===== src/logic/dataMemPkg.sv =====
// data memory package with opcodes, access sizes and request/response structs
package dataMemPkg;

    // MIPS-style host memory operations
    typedef enum logic [3:0] {
        LW  = 4'h0,
        LH  = 4'h1,
        LHU = 4'h2,
        LB  = 4'h3,
        LBU = 4'h4,
        SW  = 4'h5,
        SH  = 4'h6,
        SB  = 4'h7
    } memOp_t;

    // access width of one operation
    typedef enum logic [1:0] {
        WORD = 2'd0,
        HALF = 2'd1,
        BYTE = 2'd2
    } accessSize_t;

    // 68-bit host request
    typedef struct packed {
        memOp_t      op;
        logic [31:0] addr;
        logic [31:0] wdata;
    } memReq_t;

    // 33-bit host response
    typedef struct packed {
        logic [31:0] rdata;
        logic        err;
    } memRsp_t;

    // 53-bit word-wide request from adapter through arbiter to the bank
    // wdata is already steered into its byte lanes
    typedef struct packed {
        logic [15:0] wordIndex;
        logic [3:0]  byteEn;
        logic        write;
        logic [31:0] wdata;
    } bankReq_t;

endpackage

===== src/logic/memPortAdapter.sv =====
// host port adapter turning loads and stores into byte-enabled bank requests and shaping load data
`timescale 1ns/1ns

module memPortAdapter #(
    parameter int          DEPTH_WORDS = 256,
    parameter logic [31:0] BASE_ADDR   = 32'h0000_2000
) (
    input  logic                 clk,
    input  logic                 reset,
    input  logic                 reqValid,
    output logic                 reqReady,
    input  dataMemPkg::memReq_t  req,
    output logic                 rspValid,
    input  logic                 rspReady,
    output dataMemPkg::memRsp_t  rsp,
    output logic                 bankValid,
    output dataMemPkg::bankReq_t bankReq,
    input  logic                 bankGrant,
    input  logic [31:0]          bankRdata
);
    import dataMemPkg::*;

    typedef enum logic [1:0] {IDLE, WAIT_GRANT, WAIT_DATA, RESPOND} state_t;

    state_t      state;
    accessSize_t reqSize;
    logic        reqSigned;
    logic        reqWrite;
    logic [31:0] offset;
    logic        inWindow;
    logic        aligned;
    logic        reqErr;
    logic [3:0]  laneMask;
    logic [31:0] laneData;
    accessSize_t pendSize;
    logic        pendSigned;
    logic        pendWrite;
    logic        pendErr;
    logic [1:0]  pendOffset;
    logic [31:0] shiftedRdata;
    logic [31:0] loadData;

    // opcode decode
    always_comb begin
        reqSize   = WORD;
        reqSigned = 1'b0;
        reqWrite  = 1'b0;
        case (req.op)
            LH:      begin reqSize = HALF; reqSigned = 1'b1; end
            LHU:     reqSize = HALF;
            LB:      begin reqSize = BYTE; reqSigned = 1'b1; end
            LBU:     reqSize = BYTE;
            SW:      reqWrite = 1'b1;
            SH:      begin reqSize = HALF; reqWrite = 1'b1; end
            SB:      begin reqSize = BYTE; reqWrite = 1'b1; end
            default: reqSize = WORD;
        endcase
    end

    // below-base addresses wrap to a large offset and fail the window check
    assign offset   = req.addr - BASE_ADDR;
    assign inWindow = offset < 32'(DEPTH_WORDS * 4);
    assign aligned  = (reqSize == BYTE) ||
                      (reqSize == HALF && !offset[0]) ||
                      (reqSize == WORD && offset[1:0] == 2'b00);
    assign reqErr   = !inWindow || !aligned;

    // little-endian lane steering
    always_comb begin
        case (reqSize)
            HALF: begin
                laneMask = 4'b0011 << offset[1:0];
                laneData = {16'h0, req.wdata[15:0]} << {offset[1:0], 3'b000};
            end
            BYTE: begin
                laneMask = 4'b0001 << offset[1:0];
                laneData = {24'h0, req.wdata[7:0]} << {offset[1:0], 3'b000};
            end
            default: begin
                laneMask = 4'b1111;
                laneData = req.wdata;
            end
        endcase
    end

    always_ff @(posedge clk) begin
        if (reset) begin
            state <= IDLE;
        end else begin
            case (state)
                // an error skips the bank but keeps one cycle for the response
                IDLE:       if (reqValid) state <= reqErr ? WAIT_DATA : WAIT_GRANT;
                WAIT_GRANT: if (bankGrant) state <= WAIT_DATA;
                WAIT_DATA:  state <= RESPOND;
                RESPOND:    if (rspReady) state <= IDLE;
                default:    state <= IDLE;
            endcase
        end
    end

    // request and pending-load record
    always_ff @(posedge clk) begin
        if (state == IDLE && reqValid) begin
            bankReq.wordIndex <= offset[17:2];
            bankReq.byteEn    <= laneMask;
            bankReq.write     <= reqWrite;
            bankReq.wdata     <= laneData;
            pendSize          <= reqSize;
            pendSigned        <= reqSigned;
            pendWrite         <= reqWrite;
            pendErr           <= reqErr;
            pendOffset        <= offset[1:0];
        end
        if (state == WAIT_DATA) begin
            rsp.rdata <= (pendErr || pendWrite) ? 32'h0 : loadData;
            rsp.err   <= pendErr;
        end
    end

    // load extraction with sign or zero extension
    assign shiftedRdata = bankRdata >> {pendOffset, 3'b000};
    always_comb begin
        case (pendSize)
            HALF:    loadData = {{16{pendSigned & shiftedRdata[15]}}, shiftedRdata[15:0]};
            BYTE:    loadData = {{24{pendSigned & shiftedRdata[7]}}, shiftedRdata[7:0]};
            default: loadData = bankRdata;
        endcase
    end

    assign reqReady  = (state == IDLE);
    assign bankValid = (state == WAIT_GRANT);
    assign rspValid  = (state == RESPOND);

    // request must hold until the arbiter takes it
    holdUntilGrant: assert property (@(posedge clk) disable iff (reset)
        bankValid && !bankGrant |=> bankValid && $stable(bankReq))
        else $error("bank request dropped or changed before grant");

endmodule


===== config.mk =====
export PLATFORM = sky130hd
export DESIGN_NAME = memPortAdapter
export DESIGN_NICKNAME = d
export VERILOG_FILES = /design/src/logic/dataMemPkg.sv /design/src/logic/memPortAdapter.sv
export SDC_FILE = /design/constraint.sdc
export NUM_CORES = 1
export LEC_CHECK = 0
export BUFFER_PORTS_ARGS = -buffer_cell sky130_fd_sc_hd__buf_2
export CAP_MARGIN = 20
export CORE_ASPECT_RATIO = 0.5
export CORE_MARGIN = 2
export CORE_UTILIZATION = 48
export CTS_BUF_LIST = sky130_fd_sc_hd__clkbuf_16
export DETAILED_ROUTE_END_ITERATION = 8
export MAX_ROUTING_LAYER = met4
export PLACE_DENSITY = 0.84
export SETUP_SLACK_MARGIN = 0.1
export SLEW_MARGIN = 15
export SYNTH_ARGS = -nofsm -noshare
export SYNTH_HDL_FRONTEND = slang
export SYNTH_SLANG_ARGS = --single-unit

===== constraint.sdc =====
create_clock -name clk -period 3 [get_ports clk]
set_clock_uncertainty 0.2 [all_clocks]
set_input_delay 0.15 -clock clk [delete_from_list [all_inputs] [get_ports clk]]
set_output_delay 0.15 -clock clk [all_outputs]
set_load 0.03 [all_outputs]

* After elaboration in Yosys (flattened, before gate mapping) *
Cells that the tools add are included.

word-level totals
  ROM bits = 0
  logic and storage cells = 66
  input bits = 105
  bits in latches = 0
  memories kept = 0
  memory bits (writable) = 0
  register bits = 94

cells by class
  bitwise gates (word level) = 2
  mux-type cells = 11
  eq/ne operators = 17
  reductions and logical operators = 18
  add/subtract/negate cells = 1
  multipliers = 0
  shift operators = 5
  div/mod/pow operators = 0
  order comparisons = 1

operators with widths
  kind                      number
  $pmux W32 S2              2
  $lt A32 B11 Y1 const B    1
  $shl A16 B5 Y32           1
  $shl A8 B5 Y32            1
  $shr A32 B5 Y16           1
  $sub A32 B14 Y32 const B  1
  $eq A4 B3 Y1 const B      4
  $reduce_or A3 Y1          3
  $eq A2 B2 Y1 const B      4
  $eq A4 B2 Y1 const B      2
  $mux W2                   4
  $pmux W2 S4               1
  $pmux W4 S2               1
  $eq A2 B1 Y1 const B      3
  $logic_not A2 Y1          3
  $eq A4 B1 Y1 const B      1
  $logic_or A1 B1 Y1        4
  $ne A2 B1 Y1 const B      2
  $pmux W2 S2               1
  $shl A1 B2 Y4 const A     1
  $shl A2 B2 Y4 const A     1
  $logic_and A1 B1 Y1       3
  $logic_not A1 Y1          3
  $reduce_and A3 Y1         1
  other kinds (4)           6

* Depth between registers and ports, before layout *
Gate-level depths: netlist (run 1).

  depth in word-level cells = 12
  depth in mapped cells = 11

* Worst setup path before layout (run 1) *
OpenSTA, ideal clock, no wires.

  path type = register to register
  start = register state[0]
  end = register bankReq[0] in the netlist's numbering (enable)
  library setup time = 0.423 ns
  cell stages (with the launch flop) = 4
  required time = 2.377 ns
  data arrival time = 2.276 ns
  slack = 0.101 ns
  buffers on the path = 0
  path through = dfxtp_1 inv_1 ha_1 and2_1

on the way
  longest elaborated chain between the ends = 2

RTL lines
  element                 RTL line               source
  start, declared         memPortAdapter.sv:25   state_t state;
  start signal, assigned  memPortAdapter.sv:92   IDLE: if (reqValid) state <= reqErr ? WAIT_DATA : WAIT_GRANT;
  $logic_not A2 Y1        -
  net reqReady            memPortAdapter.sv:11   output logic reqReady,
  $logic_and A1 B1 Y1     memPortAdapter.sv:103  if (state == IDLE && reqValid) begin
  end, declared           memPortAdapter.sv:17   output dataMemPkg::bankReq_t bankReq,

The timed path passes the listed nets, and every way through them passes these cells.
A chain may end at the register's enable or synchronous reset.

* Worst setup path after layout (run 1) *
  start = input port req[67] in the netlist's numbering
  end = register state[0]

on the way
  longest elaborated chain between the ends = 12

RTL lines
  element                                     RTL line              source
  start, declared                             memPortAdapter.sv:12  input dataMemPkg::memReq_t req,
  $eq A4 B3 Y1, or another cell as far along  memPortAdapter.sv:48  case (req.op)
  $reduce_or A3 Y1 (no source line)           -
  $pmux W2 S2 (*)                             memPortAdapter.sv:48
  $eq A2 B1 Y1                                memPortAdapter.sv:64  (reqSize == HALF && !offset[0]) ||
  $logic_and A1 B1 Y1                         memPortAdapter.sv:64
  $logic_or A1 B1 Y1                          memPortAdapter.sv:63  assign aligned = (reqSize == BYTE) ||
  $logic_or A1 B1 Y1 (*)                      memPortAdapter.sv:64
  $logic_not A1 Y1 (*)                        memPortAdapter.sv:66  assign reqErr = !inWindow || !aligned;
  $logic_or A1 B1 Y1 (*)                      memPortAdapter.sv:66
  $mux W2 (*) (2 in series)                   memPortAdapter.sv:92
  $pmux W2 S4 (*)                             memPortAdapter.sv:90  case (state)

Mark *: on every way between the ends. The rest lies on a longest branch, timed or not. The select of a mux whose other input is x is not followed.

==> results.py, run 1 <==
metrics = {
    "setup_path": {
        "path_cells": "dlygate4sd3_1 -> buf_2 -> a21oi_1 -> ha_1 -> or2_2 -> o2111ai_1 -> a2111oi_4 -> nand3_1 -> o21a_1 -> a211oi_2",
        "cp-start-kind": "primary input",
        "critPathKind": "in -> reg",
        "end_kind": "flop",
        "critPathLaunch": "req[67]",
        "cp.required_ns": 3.06,
        "cp.arrival_ns": 2.56,
        "rr_startpoint": "pendOffset[1]$_DFFE_PP_",
        "critPathSlowestCell": "dlygate4sd3_1",
        "critPathMaxFanout": 5,
        "worst-path-buf-inv": 2,
        "cpPeakStageDelay_ns": 0.56,
        "path_delay_family": "compound AO/OA/AOI/OAI gates",
    },
    "global_routing": {
        "overflow": 0,
        "grt_first_pass_wirelength_mm": 20.1,
        "antenna_found_initial": 0,
        "grt_pass1_vias": 4048,
        "grt_start_max_net_pins": 36,
        "groute.usage.overall_pct": 26.0,
    },
    "route": {
        "drtPass1Iterations": 5,
        "drc": 0,
        "routedWlPerCell_um": 17.0,
        "wirelength_mm": 13.7,
        "drt_iter0_markers": 404,
        "antenna_left": 0,
        "viasPerCell": 5.40,
        "vias": 4351,
    },
    "clock_network": {
        "clkTransAtPathRegs_ns": 0.06,
        "cts_tree": "done",
        "cts_made_buffers": 9,
        "numClockSinks": 94,
        "cts_max_level": 3,
        "clockRootBuffer": "clkbuf_16",
        "worstSkewPairLatency_ns": 0.34,
        "cts_max_path_buffers": 2,
        "post_cts_buffers": 0,
    },
    "layout": {
        "syn_to_final_growth_pct": 43.2,
        "final_core_util_pct": 70.8,
        "n_antenna_cell": 0,
        "multi_input_area_um2": 1670,
        "drive_above_1_share_pct": 33.6,
        "seqCellArea_um2": 2800,
        "n_fill_cell": 698,
        "nets": 782,
    },
    "synthesis": {
        "yosys.area.top_type_share_pct": 59.1,
        "synth_mux_area_share_pct": 1.95,
        "syn_nets": 533,
        "synth_top_family_by_area": "compound AO/OA/AOI/OAI gates",
        "ys_types": 45,
        "synth_warnings": 0,
        "synth_fa_ha_area_share_pct": 2.95,
        "ys_seq_area_share_pct": 60.0,
        "synth_edf_count": 92,
        "ys_ff_latch": 94,
        "synth_top_cell_by_area": "edfxtp_1",
        "yosys.area_share.simple_pct": 13.9,
        "async_flop_share_pct": 0,
        "ys_top_cells_by_area": "edfxtp_1 59%, nand2_1 5.5%, o21ai_0 3.6%",
        "syn-cell-area_um2": 4670,
        "synthCells": 417,
        "synthXorXnorAreaFrac_pct": 1.12,
        "synth-compound-area-share_pct": 15.8,
        "synth_ff_type": "edfxtp_1",
        "syn_avg_cell_area_um2": 11.2,
    },
    "sta": {
        "finalCriticalPeriod_ns": 2.50,
        "finalSetupTns_ns": 0,
        "final-hold-violation-count": 0,
        "tightest_slew_ns": 0.818,
        "worst_slack_ns": 0.498,
        "whs_ns": 0.0130,
        "fmax_mhz": 400,
        "maxSlewHeadroom_pct": 45.2,
        "grt_setup_unrepaired": "no",
        "finalSetupViolations": 0,
        "maxSlewViolCount": 0,
        "finalCritPeriodShare_pct": 83.4,
    },
    "floorplanning": {
        "core_area_um2": 9450,
        "start_util_pct": 49.5,
        "io_pins": 194,
        "fp.dieW_um": 144,
        "fp.dieH_um": 73.8,
        "rows": 25,
        "die_area_um2": 10600,
    },
    "placed_design": {
        "io_buffers": 193,
        "gp_congestion": 0.861,
        "dp_slack_ns": 0.513,
        "hpwl_mm": 8.82,
    },
    "power_and_ir_drop": {
        "p_leak_nw": 2.84,
        "p_per_area_nw_per_um2": 766,
        "vdd_ir_drop_max_uv": 304,
        "finalPower_w": 0.00512,
    },
    "worst_hold_path": {
        "min_path_type": "in -> reg",
        "hold_start": "bankRdata[10]",
    },
    "status": {
        "outcome": "finished clean",
    },
    "job": {
        "drv_cap": 0,
    },
}
==> power breakdown <==
part           internal, W  switching (W)  leakage [nW]
logic             0.000545        0.00139          1.80
registers          0.00189       0.000110         0.891
clock network     0.000718       0.000472         0.154
total              0.00316        0.00197          2.84
==> worst paths after layout <==
check | endpoint | slack [ns] | depth (start not counted)
setup / recovery | state[0]$_SDFFE_PP0P_ | 0.50 | 10
hold / removal | rsp[11]$_SDFFCE_PP0P_ | 0.01 | 3
setup reg to reg | rsp[13]$_SDFFCE_PP0P_ | 0.75 | 4
hold reg to reg | rsp[0]$_DFFE_PP_ | 0.27 | 0
==> routing by layer <==
metal	routed length [um]	GRT usage [%]	share of wire, %	up-vias
li1	-	-	-	2017
met1	5210	30.6	38	2042
met2	6980	45.4	51	260
met3	1160	5.02	8.5	32
met4	319	8.93	2.3	0
met5	0	-	0	-
==> cells by family after synthesis <==
family                     Yosys count
and+or+nand+nor                    139
AOI/OAI and AO/OA                  109
DFF                                 94
buffers and inverters               49
adders and majority gates           11
muxes                                9
xor gates and xnor gates             6
==> flip-flops by register name (all words and copies together) (netlist names) <==
name,count
bankReq,52
pendErr,1
pendSize,2
rsp,33
pendOffset,2
pendSigned,1
pendWrite,1
state,2
==> layout make-up <==
cell class                 instances  share of cell area, %
clock buffer                       9                   3.37
timing repair buffer             265                   24.8
tap                              135                   2.52
clock inverter                     6                   1.20
inverter                          22                   1.23
sequential                        94                   41.9
multi-input combinational        274                   24.9
==> cells in the final DEF, fill, tap and decap left out, types with 2 or more instances in the layout <==
cell type	count
xor2_1	4
nor4_1	4
edfxtp_1	92
a21oi_1	21
o21bai_1	4
o21ai_0	34
buf_2	193
a31oi_1	2
nand2b_1	4
clkbuf_16	9
xnor2_1	2
dlygate4sd3_1	62
and3b_1	2
and2_1	8
ha_1	11
dfxtp_1	2
nor2b_1	11
bufinv_16	2
a221oi_1	8
inv_1	24
nand3b_1	2
a211o_1	9
or2_2	3
a22oi_1	17
nand2_1	69
nor2_1	27
a32oi_1	7
mux2i_1	8
buf_4	10
==> Yosys cell counts (2+ instances only) <==
library cell and count:
a21oi_1 21, and2_1 9, a32oi_1 7, a31oi_1 2
and3b_1 2, a221oi_1 8, nand2_1 69, o21bai_1 4
o21ai_0 34, ha_1 11, nor4_1 4, clkbuf_1 15
xnor2_1 2, edfxtp_1 92, inv_1 22, nor2b_1 11
buf_4 2, a211o_1 9, xor2_1 4, nand2b_1 4
or2_2 3, buf_2 8, dfxtp_1 2, nor2_1 27
nand3b_1 2, a22oi_1 17, mux2i_1 8
==> worst reg2reg max path, delay by kind of cell (launching register included) <==
kind,cells,cell delay (ns)
AO/OA/AOI/OAI,4,1.25
flip-flops,1,0.49
==> timing repair <==
item	4_1_cts	5_1_grt
setup endpoints to repair	0	0
hold endpoints to repair	65	0
gates resized for setup	0	0
hold buffers	62	0
==> metrics by stage <==
| step | std cells | instance area (um2) |
|---|---|---|
| 2_1_floorplan | 417 | 4670 |
| 3_3_place_gp | 728 | 5760 |
| 3_5_place_dp | 728 | 5760 |
| 4_1_cts | 805 | 6690 |
| 5_1_grt | 805 | 6690 |
| 6_report | 805 | 6690 |
No activity file was read; power rests on OpenSTA's default activity.
==> run 2, diff against run 1 <==
Settings changed: ABC_AREA from default to 1, CORE_UTILIZATION 48 to 49.
Clock period 3 ns to 2.5 ns, I/O delays scaled along.
==> run 2 against run 1 <==
Compared with the run above: worst setup slack lost 0.37 ns; die area rose by 5.5%; global-route usage is 3.6 points higher; hold slack worse by 0.0014 ns; largest power group is now combinational cells; synthesized cell count up 34%; register-to-register slack lost 0.34 ns; via count rose by 22%; utilization grew 1.8 points; final area grew 9.8%; sequential share of layout area fell by 3.8 points.
==> results.py, run 2 <==
metrics = {
    "clock_network": {
        "cts_max_level": 3,
        "cts_made_buffers": 9,
        "numClockSinks": 94,
        "cts_max_path_buffers": 2,
        "clkTransAtPathRegs_ns": 0.07,
        "worstSkewPairLatency_ns": 0.34,
        "clockRootBuffer": "clkbuf_16",
        "cts_tree": "done",
    },
    "placed_design": {
        "gp_congestion": 0.920,
        "io_buffers": 193,
        "hpwl_mm": 10.1,
        "place_area_um2": 6200,
    },
    "global_routing": {
        "groute.usage.overall_pct": 29.6,
        "overflow": 0,
        "antenna_found_initial": 0,
        "grt_pass1_vias": 4964,
        "grt_first_pass_wirelength_mm": 24.4,
        "grt_start_max_net_pins": 60,
    },
    "setup_path": {
        "path_cells": "dlygate4sd3_1 -> buf_2 -> a211oi_2 -> ha_2 -> inv_1 -> nand2_1 -> nand3b_1 -> nor2_1 -> nand2_1 -> nor2_1 -> nand3_1 -> or2_1",
        "cp.arrival_ns": 2.27,
        "r2r_cells": 8,
        "critPathLaunch": "req[67]",
        "cp.required_ns": 2.40,
        "cp-endpoint": "pendErr$_DFFE_PP_",
        "end_kind": "flop",
        "critPathSlowestCell": "dlygate4sd3_1",
        "cpPeakStageDelay_ns": 0.54,
        "cp-start-kind": "primary input",
        "timing.rr.end": "rsp[32]$_SDFFCE_PP0P_",
        "reg2reg_slack_ns": 0.41,
        "path_delay_family": "simple AND/OR/NAND/NOR gates",
        "critPathMaxFanout": 4,
        "worst-path-buf-inv": 3,
        "critPathKind": "in -> reg",
        "rr_startpoint": "pendOffset[1]$_DFFE_PP_",
        "path_depth": 12,
    },
    "layout": {
        "n_fill_cell": 677,
        "n_antenna_cell": 0,
        "finish.instance_area_um2": 7350,
        "nets": 951,
        "final_cell_mix": "193 x buf_2, 104 x nand2_1, 92 x edfxtp_1",
        "drive_above_1_share_pct": 29.8,
        "top_register": "bankReq",
        "syn_to_final_growth_pct": 45.7,
        "final_common_cell": "buf_2",
        "largest_register_ffs": 52,
        "largestRegisters": "bankReq: 52 flops, rsp: 33 flops",
    },
    "floorplanning": {
        "fp.dieW_um": 147,
        "io_pins": 194,
        "die_area_um2": 11200,
        "start_util_pct": 49.9,
        "core_area_um2": 10100,
        "fp.dieH_um": 75.8,
        "rows": 26,
    },
    "route": {
        "antenna_left": 0,
        "routedWlPerCell_um": 16.7,
        "drc": 0,
        "vias": 5322,
        "drtPass1Iterations": 5,
        "viasPerCell": 5.44,
        "wirelength_mm": 16.3,
        "drt_iter0_markers": 567,
    },
    "sta": {
        "maxSlewHeadroom_pct": 55.8,
        "whs_ns": 0.0115,
        "finalCriticalPeriod_ns": 2.37,
        "tightest_slew_ns": 0.662,
        "grt_setup_unrepaired": "no",
        "finalSetupTns_ns": 0,
        "fmax_mhz": 422,
        "maxSlewViolCount": 0,
        "finalCritPeriodShare_pct": 94.8,
        "finalSetupViolations": 0,
        "final-hold-violation-count": 0,
    },
    "synthesis": {
        "syn-cell-area_um2": 5040,
        "ys_top_cells_by_area": "edfxtp_1 55%, nand2_1 7.7%, o21ai_0 7.1%",
        "async_flop_share_pct": 0,
        "yosys.area.top_type_share_pct": 54.8,
        "synth_edf_count": 92,
        "ys_ff_latch": 94,
        "synth_ff_type": "edfxtp_1",
        "syn_nets": 675,
        "synth_common_cells": "104 x nand2_1, 92 x edfxtp_1, 72 x o21ai_0, 63 x inv_1, 62 x nor2_1",
        "synth.most_common_cell": "nand2_1",
        "ys_seq_area_share_pct": 55.6,
        "syn_avg_cell_area_um2": 9.02,
        "synth_warnings": 0,
        "synth_top_cell_by_area": "edfxtp_1",
        "ys_types": 34,
        "synthCells": 559,
    },
    "worst_hold_path": {
        "hold_depth": 3,
        "hold_start": "bankRdata[11]",
        "min_path_type": "in -> reg",
    },
    "power_and_ir_drop": {
        "p_leak_nw": 3.23,
        "vdd_ir_drop_max_uv": 418,
        "p_per_area_nw_per_um2": 877,
    },
    "status": {
        "outcome": "finished clean",
    },
    "job": {
        "drv_cap": 0,
    },
}
## run 2: power by group
part / internal [W] / leakage (nW) / total, W / switching [W]
combinational: 0.000704 / 2.19 / 0.00256 / 0.00186
sequential: 0.00229 / 0.894 / 0.00242 / 0.000126
clock: 0.000869 / 0.144 / 0.00147 / 0.000599
## run 2: repair_timing
item	in CTS	in global routing
hold endpoints to repair	80	0
hold buffers	80	0
buffers inserted	0	3
setup endpoints to repair	0	17
resized for setup	0	5
## run 2: final cells by class
class / instances / area [um2] / area share [%]
Sequential cell: 94 / 2800 / 38.1
Multi-Input combinational cell: 374 / 1900 / 25.9
Timing Repair Buffer: 289 / 1900 / 25.8
Inverter: 67 / 255 / 3.47
Clock buffer: 9 / 225 / 3.06
Tap cell: 140 / 175 / 2.38
Clock inverter: 6 / 87.6 / 1.19
## run 2: worst reg2reg max path, stage by stage, from the launching register on
cell	delay, ns
edfxtp_1	0.37
buf_4	0.27
nand3_1	0.11
nand2_1	0.09
inv_1	0.07
nand3_2	0.19
nand2_1	0.10
nand2_2	0.28
a21oi_1	0.12
## run 2: kinds of logic (layout without fill, tap and decap cells)
kind of cell               count (synthesis)  count (layout)  synth area share (%)
AOI/OAI and AO/OA                        148             148                  16.2
xor gates and xnor gates                   3               3                 0.521
adders and majority gates                 11              11                  2.73
buffers and inverters                     91             371                  6.97
DFF                                       94              94                  55.6
and+or+nand+nor                          212             212                  18.0
## run 2: worst min path at each step
stage                                  to  slack [ns]
floorplan           state[0]$_SDFFE_PP0P_      -0.006
global placement    state[0]$_SDFFE_PP0P_         0.1
detailed placement  state[0]$_SDFFE_PP0P_        0.10
CTS                 rsp[12]$_SDFFCE_PP0P_       0.002
global route        rsp[13]$_SDFFCE_PP0P_        0.01
finish              rsp[12]$_SDFFCE_PP0P_        0.01
## run 2: routing by layer
| metal | track usage, % | share of wire (%) | vias up | wire [um] |
|---|---|---|---|---|
| li1 | - | - | 2478 | - |
| met1 | 33.2 | 38 | 2414 | 6180 |
| met2 | 50.8 | 49 | 347 | 8040 |
| met3 | 7.31 | 8.4 | 83 | 1370 |
| met4 | 15.6 | 4.4 | 0 | 720 |
| met5 | - | 0 | - | 0 |
## run 2: stage by stage
step	total power, W	util [%]	cells	worst slack [ns]
after floorplan	0.00408	-	559	0.161
after global placement	0.00476	61.3	881	0.307
after detailed placement	0.00482	61.3	881	0.215
after CTS	0.00638	72.3	976	0.174
after global routing	0.00674	72.6	979	0.0213
final	0.00645	72.6	979	0.130
